`src/logic/exec_settings.svh`:
```
`ifndef EXEC_SETTINGS_SVH
`define EXEC_SETTINGS_SVH

// Data word width
`define EXEC_XLEN 32

// Bundles the memory stage can buffer
`define EXEC_CREDITS 4

`endif

```
`src/logic/exec_pkg.sv`:
```
package exec_pkg;

	// ALU function select
	typedef enum logic [2:0] {
		ALU_ADD  = 3'b000,
		ALU_SUB  = 3'b001,
		ALU_OR   = 3'b010,
		ALU_LUI  = 3'b011,
		ALU_SLT  = 3'b100,
		ALU_SLTU = 3'b101,
		ALU_AND  = 3'b110
	} alu_op_e;

	// Second operand source
	typedef enum logic [1:0] {
		B_RT   = 2'b00,
		B_SEXT = 2'b01,
		B_ZEXT = 2'b10
	} b_src_e;

	// What the register file gets written with
	typedef enum logic [1:0] {
		WB_ALU  = 2'b00,
		WB_MEM  = 2'b01,
		WB_LINK = 2'b10
	} wb_src_e;

	// Load and store access size
	typedef enum logic [1:0] {
		MEM_WORD = 2'b00,
		MEM_HALF = 2'b01,
		MEM_BYTE = 2'b10
	} mem_size_e;

endpackage

```
`src/logic/isa_pkg.sv`:
```
package isa_pkg;

	//////////////////////////////////////////////////////////////////////
	// Instruction word views
	//////////////////////////////////////////////////////////////////////

	typedef struct packed {
		logic [5:0] opcode;
		logic [4:0] rs;
		logic [4:0] rt;
		logic [4:0] rd;
		logic [4:0] shamt;
		logic [5:0] funct;
	} instr_r_t;

	typedef struct packed {
		logic [5:0]  opcode;
		logic [4:0]  rs;
		logic [4:0]  rt;
		logic [15:0] imm16;
	} instr_i_t;

	// Same 32 bits, read as either format
	typedef union packed {
		instr_r_t r;
		instr_i_t i;
	} instr_u;

	//////////////////////////////////////////////////////////////////////
	// Encodings
	//////////////////////////////////////////////////////////////////////

	typedef enum logic [5:0] {
		OP_SPECIAL = 6'b000000,
		OP_JAL     = 6'b000011,
		OP_BEQ     = 6'b000100,
		OP_BNE     = 6'b000101,
		OP_ADDI    = 6'b001000,
		OP_ANDI    = 6'b001100,
		OP_ORI     = 6'b001101,
		OP_LUI     = 6'b001111,
		OP_LB      = 6'b100000,
		OP_LH      = 6'b100001,
		OP_LW      = 6'b100011,
		OP_SB      = 6'b101000,
		OP_SH      = 6'b101001,
		OP_SW      = 6'b101011
	} opcode_e;

	// Funct field, only meaningful under OP_SPECIAL
	typedef enum logic [5:0] {
		FN_JR   = 6'b001000,
		FN_ADD  = 6'b100000,
		FN_SUB  = 6'b100010,
		FN_AND  = 6'b100100,
		FN_OR   = 6'b100101,
		FN_SLT  = 6'b101010,
		FN_SLTU = 6'b101011
	} funct_e;

endpackage
```
`src/logic/exec_alu.sv`:
```
`timescale 1ns/1ns
`include "exec_settings.svh"

module exec_alu (
	input  exec_pkg::alu_op_e       alu_op,
	input  exec_pkg::b_src_e        b_src,
	input  logic [15:0]             imm16,
	input  logic [`EXEC_XLEN-1:0]   rs_val,
	input  logic [`EXEC_XLEN-1:0]   rt_val,
	input  logic [`EXEC_XLEN-1:0]   pc,
	output logic [`EXEC_XLEN-1:0]   result,
	output logic [`EXEC_XLEN-1:0]   link
);
	import exec_pkg::*;

	logic [`EXEC_XLEN-1:0] op_b;
	logic                  lt_signed;
	logic                  lt_unsigned;

	// Operand B select
	always_comb begin
		case (b_src)
			B_SEXT:  op_b = {{(`EXEC_XLEN-16){imm16[15]}}, imm16};
			B_ZEXT:  op_b = {{(`EXEC_XLEN-16){1'b0}}, imm16};
			default: op_b = rt_val;
		endcase
	end

	assign lt_signed   = $signed(rs_val) < $signed(op_b);
	assign lt_unsigned = rs_val < op_b;

	//////////////////////////////////////////////////////////////////////
	// Function unit
	//////////////////////////////////////////////////////////////////////

	always_comb begin
		case (alu_op)
			ALU_ADD:  result = rs_val + op_b;
			ALU_SUB:  result = rs_val - op_b;
			ALU_OR:   result = rs_val | op_b;
			ALU_AND:  result = rs_val & op_b;
			// Upper half immediate, lower half cleared
			ALU_LUI:  result = {op_b[15:0], {(`EXEC_XLEN-16){1'b0}}};
			ALU_SLT:  result = {{(`EXEC_XLEN-1){1'b0}}, lt_signed};
			ALU_SLTU: result = {{(`EXEC_XLEN-1){1'b0}}, lt_unsigned};
			default:  result = '0;
		endcase
	end

	// Return address skips the delay slot
	assign link = pc + {{(`EXEC_XLEN-4){1'b0}}, 4'd8};

endmodule

```
`src/logic/exec_decoder.sv`:
```
`timescale 1ns/1ns

module exec_decoder (
	input  isa_pkg::instr_u      instr,
	output logic [15:0]          imm16,
	output exec_pkg::alu_op_e    alu_op,
	output exec_pkg::b_src_e     b_src,
	output exec_pkg::wb_src_e    wb_src,
	output logic [4:0]           wreg,
	output logic                 is_load,
	output logic                 is_store,
	output exec_pkg::mem_size_e  mem_size,
	output logic [1:0]           t_new
);
	import isa_pkg::*;
	import exec_pkg::*;

	logic special;
	logic i_add, i_sub, i_or, i_and, i_slt, i_sltu;
	logic i_addi, i_ori, i_andi, i_lui;
	logic i_lw, i_lh, i_lb, i_sw, i_sh, i_sb;
	logic i_jal;
	logic r_alu;
	logic imm_alu;

	//////////////////////////////////////////////////////////////////////
	// Instruction match
	//////////////////////////////////////////////////////////////////////

	assign special = (instr.r.opcode == OP_SPECIAL);

	// R-format group, selected by funct
	assign i_add  = special && (instr.r.funct == FN_ADD);
	assign i_sub  = special && (instr.r.funct == FN_SUB);
	assign i_or   = special && (instr.r.funct == FN_OR);
	assign i_and  = special && (instr.r.funct == FN_AND);
	assign i_slt  = special && (instr.r.funct == FN_SLT);
	assign i_sltu = special && (instr.r.funct == FN_SLTU);

	assign i_addi = (instr.i.opcode == OP_ADDI);
	assign i_ori  = (instr.i.opcode == OP_ORI);
	assign i_andi = (instr.i.opcode == OP_ANDI);
	assign i_lui  = (instr.i.opcode == OP_LUI);
	assign i_lw   = (instr.i.opcode == OP_LW);
	assign i_lh   = (instr.i.opcode == OP_LH);
	assign i_lb   = (instr.i.opcode == OP_LB);
	assign i_sw   = (instr.i.opcode == OP_SW);
	assign i_sh   = (instr.i.opcode == OP_SH);
	assign i_sb   = (instr.i.opcode == OP_SB);
	assign i_jal  = (instr.i.opcode == OP_JAL);

	assign r_alu   = i_add || i_sub || i_or || i_and || i_slt || i_sltu;
	assign imm_alu = i_addi || i_ori || i_andi || i_lui;

	assign is_load  = i_lw || i_lh || i_lb;
	assign is_store = i_sw || i_sh || i_sb;

	//////////////////////////////////////////////////////////////////////
	// Control outputs
	//////////////////////////////////////////////////////////////////////

	assign imm16 = instr.i.imm16;

	// Address arithmetic shares the adder with add and addi
	always_comb begin
		if (i_sub)
			alu_op = ALU_SUB;
		else if (i_or || i_ori)
			alu_op = ALU_OR;
		else if (i_and || i_andi)
			alu_op = ALU_AND;
		else if (i_lui)
			alu_op = ALU_LUI;
		else if (i_slt)
			alu_op = ALU_SLT;
		else if (i_sltu)
			alu_op = ALU_SLTU;
		else
			alu_op = ALU_ADD;
	end

	assign b_src = (i_addi || is_load || is_store) ? B_SEXT :
	               (i_ori || i_andi || i_lui)      ? B_ZEXT : B_RT;

	assign wb_src = i_jal ? WB_LINK : is_load ? WB_MEM : WB_ALU;

	assign wreg = r_alu               ? instr.r.rd :
	              (imm_alu || is_load) ? instr.i.rt :
	              i_jal               ? 5'd31 : 5'd0;

	assign mem_size = (i_lh || i_sh) ? MEM_HALF :
	                  (i_lb || i_sb) ? MEM_BYTE : MEM_WORD;

	// ALU results are ready after execute, loads after memory
	assign t_new = (r_alu || imm_alu) ? 2'd1 :
	               is_load            ? 2'd2 : 2'd0;

endmodule

```
`src/logic/exec_mem_port.sv`:
```
`timescale 1ns/1ns
`include "exec_settings.svh"

module exec_mem_port (
	input  logic                    clk,
	input  logic                    arst_n,
	input  logic                    issue_valid,
	input  logic [`EXEC_XLEN-1:0]   result,
	input  logic [`EXEC_XLEN-1:0]   link,
	input  logic [`EXEC_XLEN-1:0]   store_data,
	input  logic [4:0]              wreg,
	input  exec_pkg::wb_src_e       wb_src,
	input  logic                    is_load,
	input  logic                    is_store,
	input  exec_pkg::mem_size_e     mem_size,
	input  logic [1:0]              t_new,
	input  logic                    mem_credit,
	output logic                    issue_ready,
	output logic                    mem_valid,
	output logic [`EXEC_XLEN-1:0]   mem_result,
	output logic [`EXEC_XLEN-1:0]   mem_store_data,
	output logic [4:0]              mem_wreg,
	output exec_pkg::wb_src_e       mem_wb_src,
	output logic                    mem_is_load,
	output logic                    mem_is_store,
	output exec_pkg::mem_size_e     mem_size_out,
	output logic [1:0]              mem_t_new
);
	import exec_pkg::*;

	localparam int CW = $clog2(`EXEC_CREDITS + 1);

	logic [CW-1:0] credits;
	logic          fire;

	assign issue_ready = (credits != '0);
	assign fire        = issue_valid && issue_ready;

	//////////////////////////////////////////////////////////////////////
	// Credit counter and valid
	//////////////////////////////////////////////////////////////////////

	always_ff @(posedge clk or negedge arst_n) begin
		if (!arst_n) begin
			credits   <= CW'(`EXEC_CREDITS);
			mem_valid <= 1'b0;
		end else begin
			mem_valid <= fire;
			// Send and return together cancel out
			if (fire && !mem_credit)
				credits <= credits - CW'(1);
			else if (mem_credit && !fire)
				credits <= credits + CW'(1);
		end
	end

	// Bundle payload
	always_ff @(posedge clk) begin
		if (fire) begin
			mem_result     <= (wb_src == WB_LINK) ? link : result;
			mem_store_data <= store_data;
			mem_wreg       <= wreg;
			mem_wb_src     <= wb_src;
			mem_is_load    <= is_load;
			mem_is_store   <= is_store;
			mem_size_out   <= mem_size;
			mem_t_new      <= (t_new == 2'd0) ? 2'd0 : t_new - 2'd1;
		end
	end

	a_credit_bound: assert property (@(posedge clk) disable iff (!arst_n)
		credits <= CW'(`EXEC_CREDITS));

	// Memory stage never returns more than it was sent
	a_no_extra_credit: assert property (@(posedge clk) disable iff (!arst_n)
		mem_credit |-> credits != CW'(`EXEC_CREDITS));

endmodule

```
`src/logic/exec_unit.sv`:
```
`timescale 1ns/1ns
`include "exec_settings.svh"

module exec_unit (
	input  logic                    clk,
	input  logic                    arst_n,
	input  logic                    issue_valid,
	input  isa_pkg::instr_u         issue_instr,
	input  logic [`EXEC_XLEN-1:0]   issue_pc,
	input  logic [`EXEC_XLEN-1:0]   issue_rs_val,
	input  logic [`EXEC_XLEN-1:0]   issue_rt_val,
	input  logic                    mem_credit,
	output logic                    issue_ready,
	output logic                    mem_valid,
	output logic [`EXEC_XLEN-1:0]   mem_result,
	output logic [`EXEC_XLEN-1:0]   mem_store_data,
	output logic [4:0]              mem_wreg,
	output exec_pkg::wb_src_e       mem_wb_src,
	output logic                    mem_is_load,
	output logic                    mem_is_store,
	output exec_pkg::mem_size_e     mem_size_out,
	output logic [1:0]              mem_t_new
);
	import exec_pkg::*;

	logic [15:0]           imm16;
	alu_op_e               alu_op;
	b_src_e                b_src;
	wb_src_e               wb_src;
	logic [4:0]            wreg;
	logic                  is_load;
	logic                  is_store;
	mem_size_e             mem_size;
	logic [1:0]            t_new;
	logic [`EXEC_XLEN-1:0] result;
	logic [`EXEC_XLEN-1:0] link;

	exec_decoder u_decoder (
		.instr    (issue_instr),
		.imm16    (imm16),
		.alu_op   (alu_op),
		.b_src    (b_src),
		.wb_src   (wb_src),
		.wreg     (wreg),
		.is_load  (is_load),
		.is_store (is_store),
		.mem_size (mem_size),
		.t_new    (t_new)
	);

	exec_alu u_alu (
		.alu_op (alu_op),
		.b_src  (b_src),
		.imm16  (imm16),
		.rs_val (issue_rs_val),
		.rt_val (issue_rt_val),
		.pc     (issue_pc),
		.result (result),
		.link   (link)
	);

	// Store data is the rt register value as read at issue
	exec_mem_port u_mem_port (
		.clk            (clk),
		.arst_n         (arst_n),
		.issue_valid    (issue_valid),
		.result         (result),
		.link           (link),
		.store_data     (issue_rt_val),
		.wreg           (wreg),
		.wb_src         (wb_src),
		.is_load        (is_load),
		.is_store       (is_store),
		.mem_size       (mem_size),
		.t_new          (t_new),
		.mem_credit     (mem_credit),
		.issue_ready    (issue_ready),
		.mem_valid      (mem_valid),
		.mem_result     (mem_result),
		.mem_store_data (mem_store_data),
		.mem_wreg       (mem_wreg),
		.mem_wb_src     (mem_wb_src),
		.mem_is_load    (mem_is_load),
		.mem_is_store   (mem_is_store),
		.mem_size_out   (mem_size_out),
		.mem_t_new      (mem_t_new)
	);

endmodule

```
`config.mk`:
```
export PLATFORM = sky130hd
export DESIGN_NAME = exec_unit
export DESIGN_NICKNAME = d
export VERILOG_FILES = /design/src/logic/exec_pkg.sv /design/src/logic/isa_pkg.sv /design/src/logic/exec_alu.sv /design/src/logic/exec_decoder.sv /design/src/logic/exec_mem_port.sv /design/src/logic/exec_unit.sv
export VERILOG_INCLUDE_DIRS = /design/src /design/src/logic
export SDC_FILE = /design/constraint.sdc
export NUM_CORES = 1
export LEC_CHECK = 0
export BUFFER_PORTS_ARGS = -buffer_cell sky130_fd_sc_hd__buf_2
export CORE_ASPECT_RATIO = 1.2
export CORE_MARGIN = 5
export CORE_UTILIZATION = 51
export CTS_BUF_LIST = sky130_fd_sc_hd__clkbuf_8
export CTS_CLUSTER_SIZE = 12
export DETAILED_ROUTE_END_ITERATION = 10
export HOLD_SLACK_MARGIN = 0.05
export PLACE_DENSITY_LB_ADDON = 0.12
export SETUP_SLACK_MARGIN = 0.1
export SLEW_MARGIN = 20
export SYNTH_ARGS = -nofsm -noshare
export SYNTH_HDL_FRONTEND = slang
export SYNTH_SLANG_ARGS = --single-unit
```
`constraint.sdc`:
```
create_clock -name clk -period 3.68 [get_ports clk]
set_input_delay 0.552 -clock clk [delete_from_list [all_inputs] [get_ports clk]]
set_output_delay 0.552 -clock clk [all_outputs]
set_load 0.1 [all_outputs]
```
==> reports/qor.csv <==
metric,value,unit
kind of critical path,primary input to flip-flop,
Max Fclk,256.8,MHz
Synth Register Bits,81,
maximum VDD drop,0.0003226,V
Worst EP required,3820,ps
Worst-path clk slew,110,ps
clock buffer depth,2,
"commonest non-fill, non-tap cell in the layout",buf_4,
Hold Crit Class,primary input to flip-flop,
die width,129.0,um
DRT Pass-1 Iters,5,
CTS tree,built,
Final min period,3894,ps
Mapped Area,0.008666,mm^2
"Net Count, Synth",1255,
RSZ-0062 raised after global routing,true,
nets,1697,
Clock Latency Late Sink,400,ps
wire per inst,20.71,um
Total GRT Usage,33.96,%
number of I/O pins,211,
fill count,1112,
Cell Pwr Density,432.6,mW/mm^2
largest net degree at the start of global routing,42,
number of port buffers,205,
Pleak,6.207,nW
global-route wire length before repair,52560,um
gr ovfl total,0,
Vias,9949,
final std cells w/o fill,1682,
initial antenna violation count,2,
"reg-to-reg slack, setup",1330,ps
run status,"finished, violations left",
Final Power,5.781,mW
Synth cell types,81,
layout cells sized above 1,46.35,%
total of max-cap violations,0,
Layout area overhead,54.22,%
post-route setup slack,-213.7,ps
Synth Instances,1018,
syn_area_per_cell,8.513,um^2
Die Span Y,152.8,um
max-slew violation count,0,
"commonest cells after routing, fill and taps aside","buf_4 (258), buf_2 (203), inv_1 (87), nor2_1 (85), ha_1 (79)",
DR vias/cell,5.915,
Post-Place Cells,1627,
final wirelength,34840,um
final setup vio count,16,
# H-tree levels,3,
sequential share of the synthesized area,27.85,%
routability cong.,0.9751,
failing checks,setup timing,
CP max FO,6,
number of flops mapped to enable cells by yosys,77,
initial core utilization,51.62,%
skew final,17.05,ps
"FFs w/ async S/R, synth",4.938,%
root buf cell,clkbuf_8,
Final Hold Vio Count,0,
clk sinks,81,
ys flop type,edfxtp_1,
slew of the pin with the lowest slew margin,788.9,ps
DRC viols,0,
Max transition margin,47.09,%
core region area,0.01679,mm^2
worst path arrival time,4040,ps
HPWL after DPL,25920,um
Crit. End Element,flip-flop,
die outline area,0.01971,mm^2
yosys warns,0,
CP startpoint kind,primary input,
Detailed Route Iter0 Violations,826,
post-route ant nets,0,
setup TNS,-1745,ps
fin crit share,105.8,%
Std-Cell Rows,52,
vias in the first global route,9985,
Num CTS Buffers,9,
[stage by stage]
stage / worst slack, ps / util (%) / hold slack (ps) / cell area [um^2]
after global routing: -329.4 / 79.61 / 330.4 / 13360
after floorplan: -387.6 / - / 256.4 / 9026
final: -213.7 / 79.61 / 331.4 / 13360
after CTS: -225.7 / 77.31 / 328.3 / 12980
after global placement: -928.0 / 70.74 / 355.8 / 11870
after detailed placement: -935.0 / 70.74 / 357.9 / 11870
[Yosys cell counts (all sizes together) (10+ instances only)]
cell | number | share of area [%]
edfxtp | 77 | 27
a21o | 30 | 2.6
xnor2 | 25 | 2.5
clkbuf | 42 | 1.8
a221o | 13 | 1.5
ha | 102 | 15
nor3 | 21 | 1.3
o221ai | 14 | 1.5
buf | 16 | 1.2
and3 | 15 | 1.1
nand4 | 11 | 0.87
a21oi | 96 | 5.6
xor2 | 19 | 1.9
o21ai | 55 | 3.2
a221oi | 12 | 1.2
mux2i | 14 | 1.6
a31oi | 14 | 1.0
nor2b | 11 | 0.88
nand3 | 25 | 1.4
nor2 | 94 | 4.1
a211oi | 17 | 1.6
a2111oi | 10 | 1.1
o21bai | 16 | 1.4
nand2 | 52 | 2.3
inv | 96 | 4.2
[final cells by class]
class	instances	area (um^2)	area share, %
clock inverters	7	106.4	0.7958
repair buffers	489	3313	24.79
multi-input cells	783	6764	50.61
inverters	96	370.4	2.771
diodes	1	2.502	0.01872
clock buffers	9	123.9	0.9269
flip-flops and latches	81	2414	18.06
well taps	216	270.3	2.022
[final timing paths]
path | start | depth (start not counted) | end
max reg2reg | u_mem_port.credits[2] | 8 | u_mem_port.credits[2]
max | issue_instr[26] | 25 | u_mem_port.mem_result[20]
min | issue_rt_val[9] | 1 | u_mem_port.mem_store_data[9]
min in group asynchronous | arst_n | 2 | u_mem_port.credits[0]
min reg2reg | u_mem_port.credits[0] | 1 | u_mem_port.credits[0]
max in group asynchronous | arst_n | 2 | u_mem_port.credits[2]
[per-layer routing]
layer,global-route usage (%),vias up,wire length (um)
met2,56.82,548,16740
met3,6.136,119,2953
met1,40.97,4658,13040
li1,-,4624,-
met5,0,-,0
met4,18.11,0,2096
[cell families after synthesis]
family	Yosys count	share of synthesized area (%)
other	1	0.04327
flip-flops	81	27.85
buffers and inverters	154	7.147
AND/OR/NAND/NOR	268	15.41
adder cells (fa/ha/maj)	105	15.42
AO/OA/AOI/OAI	346	27.42
multiplexers	19	2.267
XOR/XNOR	44	4.447
[critical path, cell delays in order]
cell and delay (ps):
buf_8 80, inv_4 30, o21a_1 200, o211ai_4 180, buf_12 160, buf_8 120, buf_6 90, a21oi_4 50
inv_2 90, buf_6 110, ha_4 130, inv_2 40, fa_2 390, nor2b_4 160, o2111ai_4 140, buf_6 150
a31oi_4 180, a221oi_4 130, o21ai_2 170, a31oi_1 100, buf_4 170, o31ai_4 230, xnor2_1 100, a211oi_2 220
a21oi_1 60
[where the power goes]
group          internal, mW  leakage, nW  total, mW  switching, mW
clock network         0.396        0.117      0.814          0.418
registers              1.28        0.791       1.34         0.0558
logic                  1.14         5.30       3.63           2.49
total                  2.82         6.21       5.78           2.96
[timing repair]
action                     4_1_cts  5_1_grt
pin swaps                       80       46
buffers inserted                25       13
setup endpoints to repair       25       27
gates resized for setup        140       50
hold endpoints to repair         3        0
hold buffers                     1        0
[sequential cells by signal, summed over array words and instances, names as in the netlist, 2 cells and up]
name,count
u_mem_port.credits,3
u_mem_port.mem_result,32
u_mem_port.mem_size_out,2
u_mem_port.mem_store_data,32
u_mem_port.mem_t_new,2
u_mem_port.mem_wb_src,2
u_mem_port.mem_wreg,5
No activity file was read; power rests on OpenSTA's default activity.
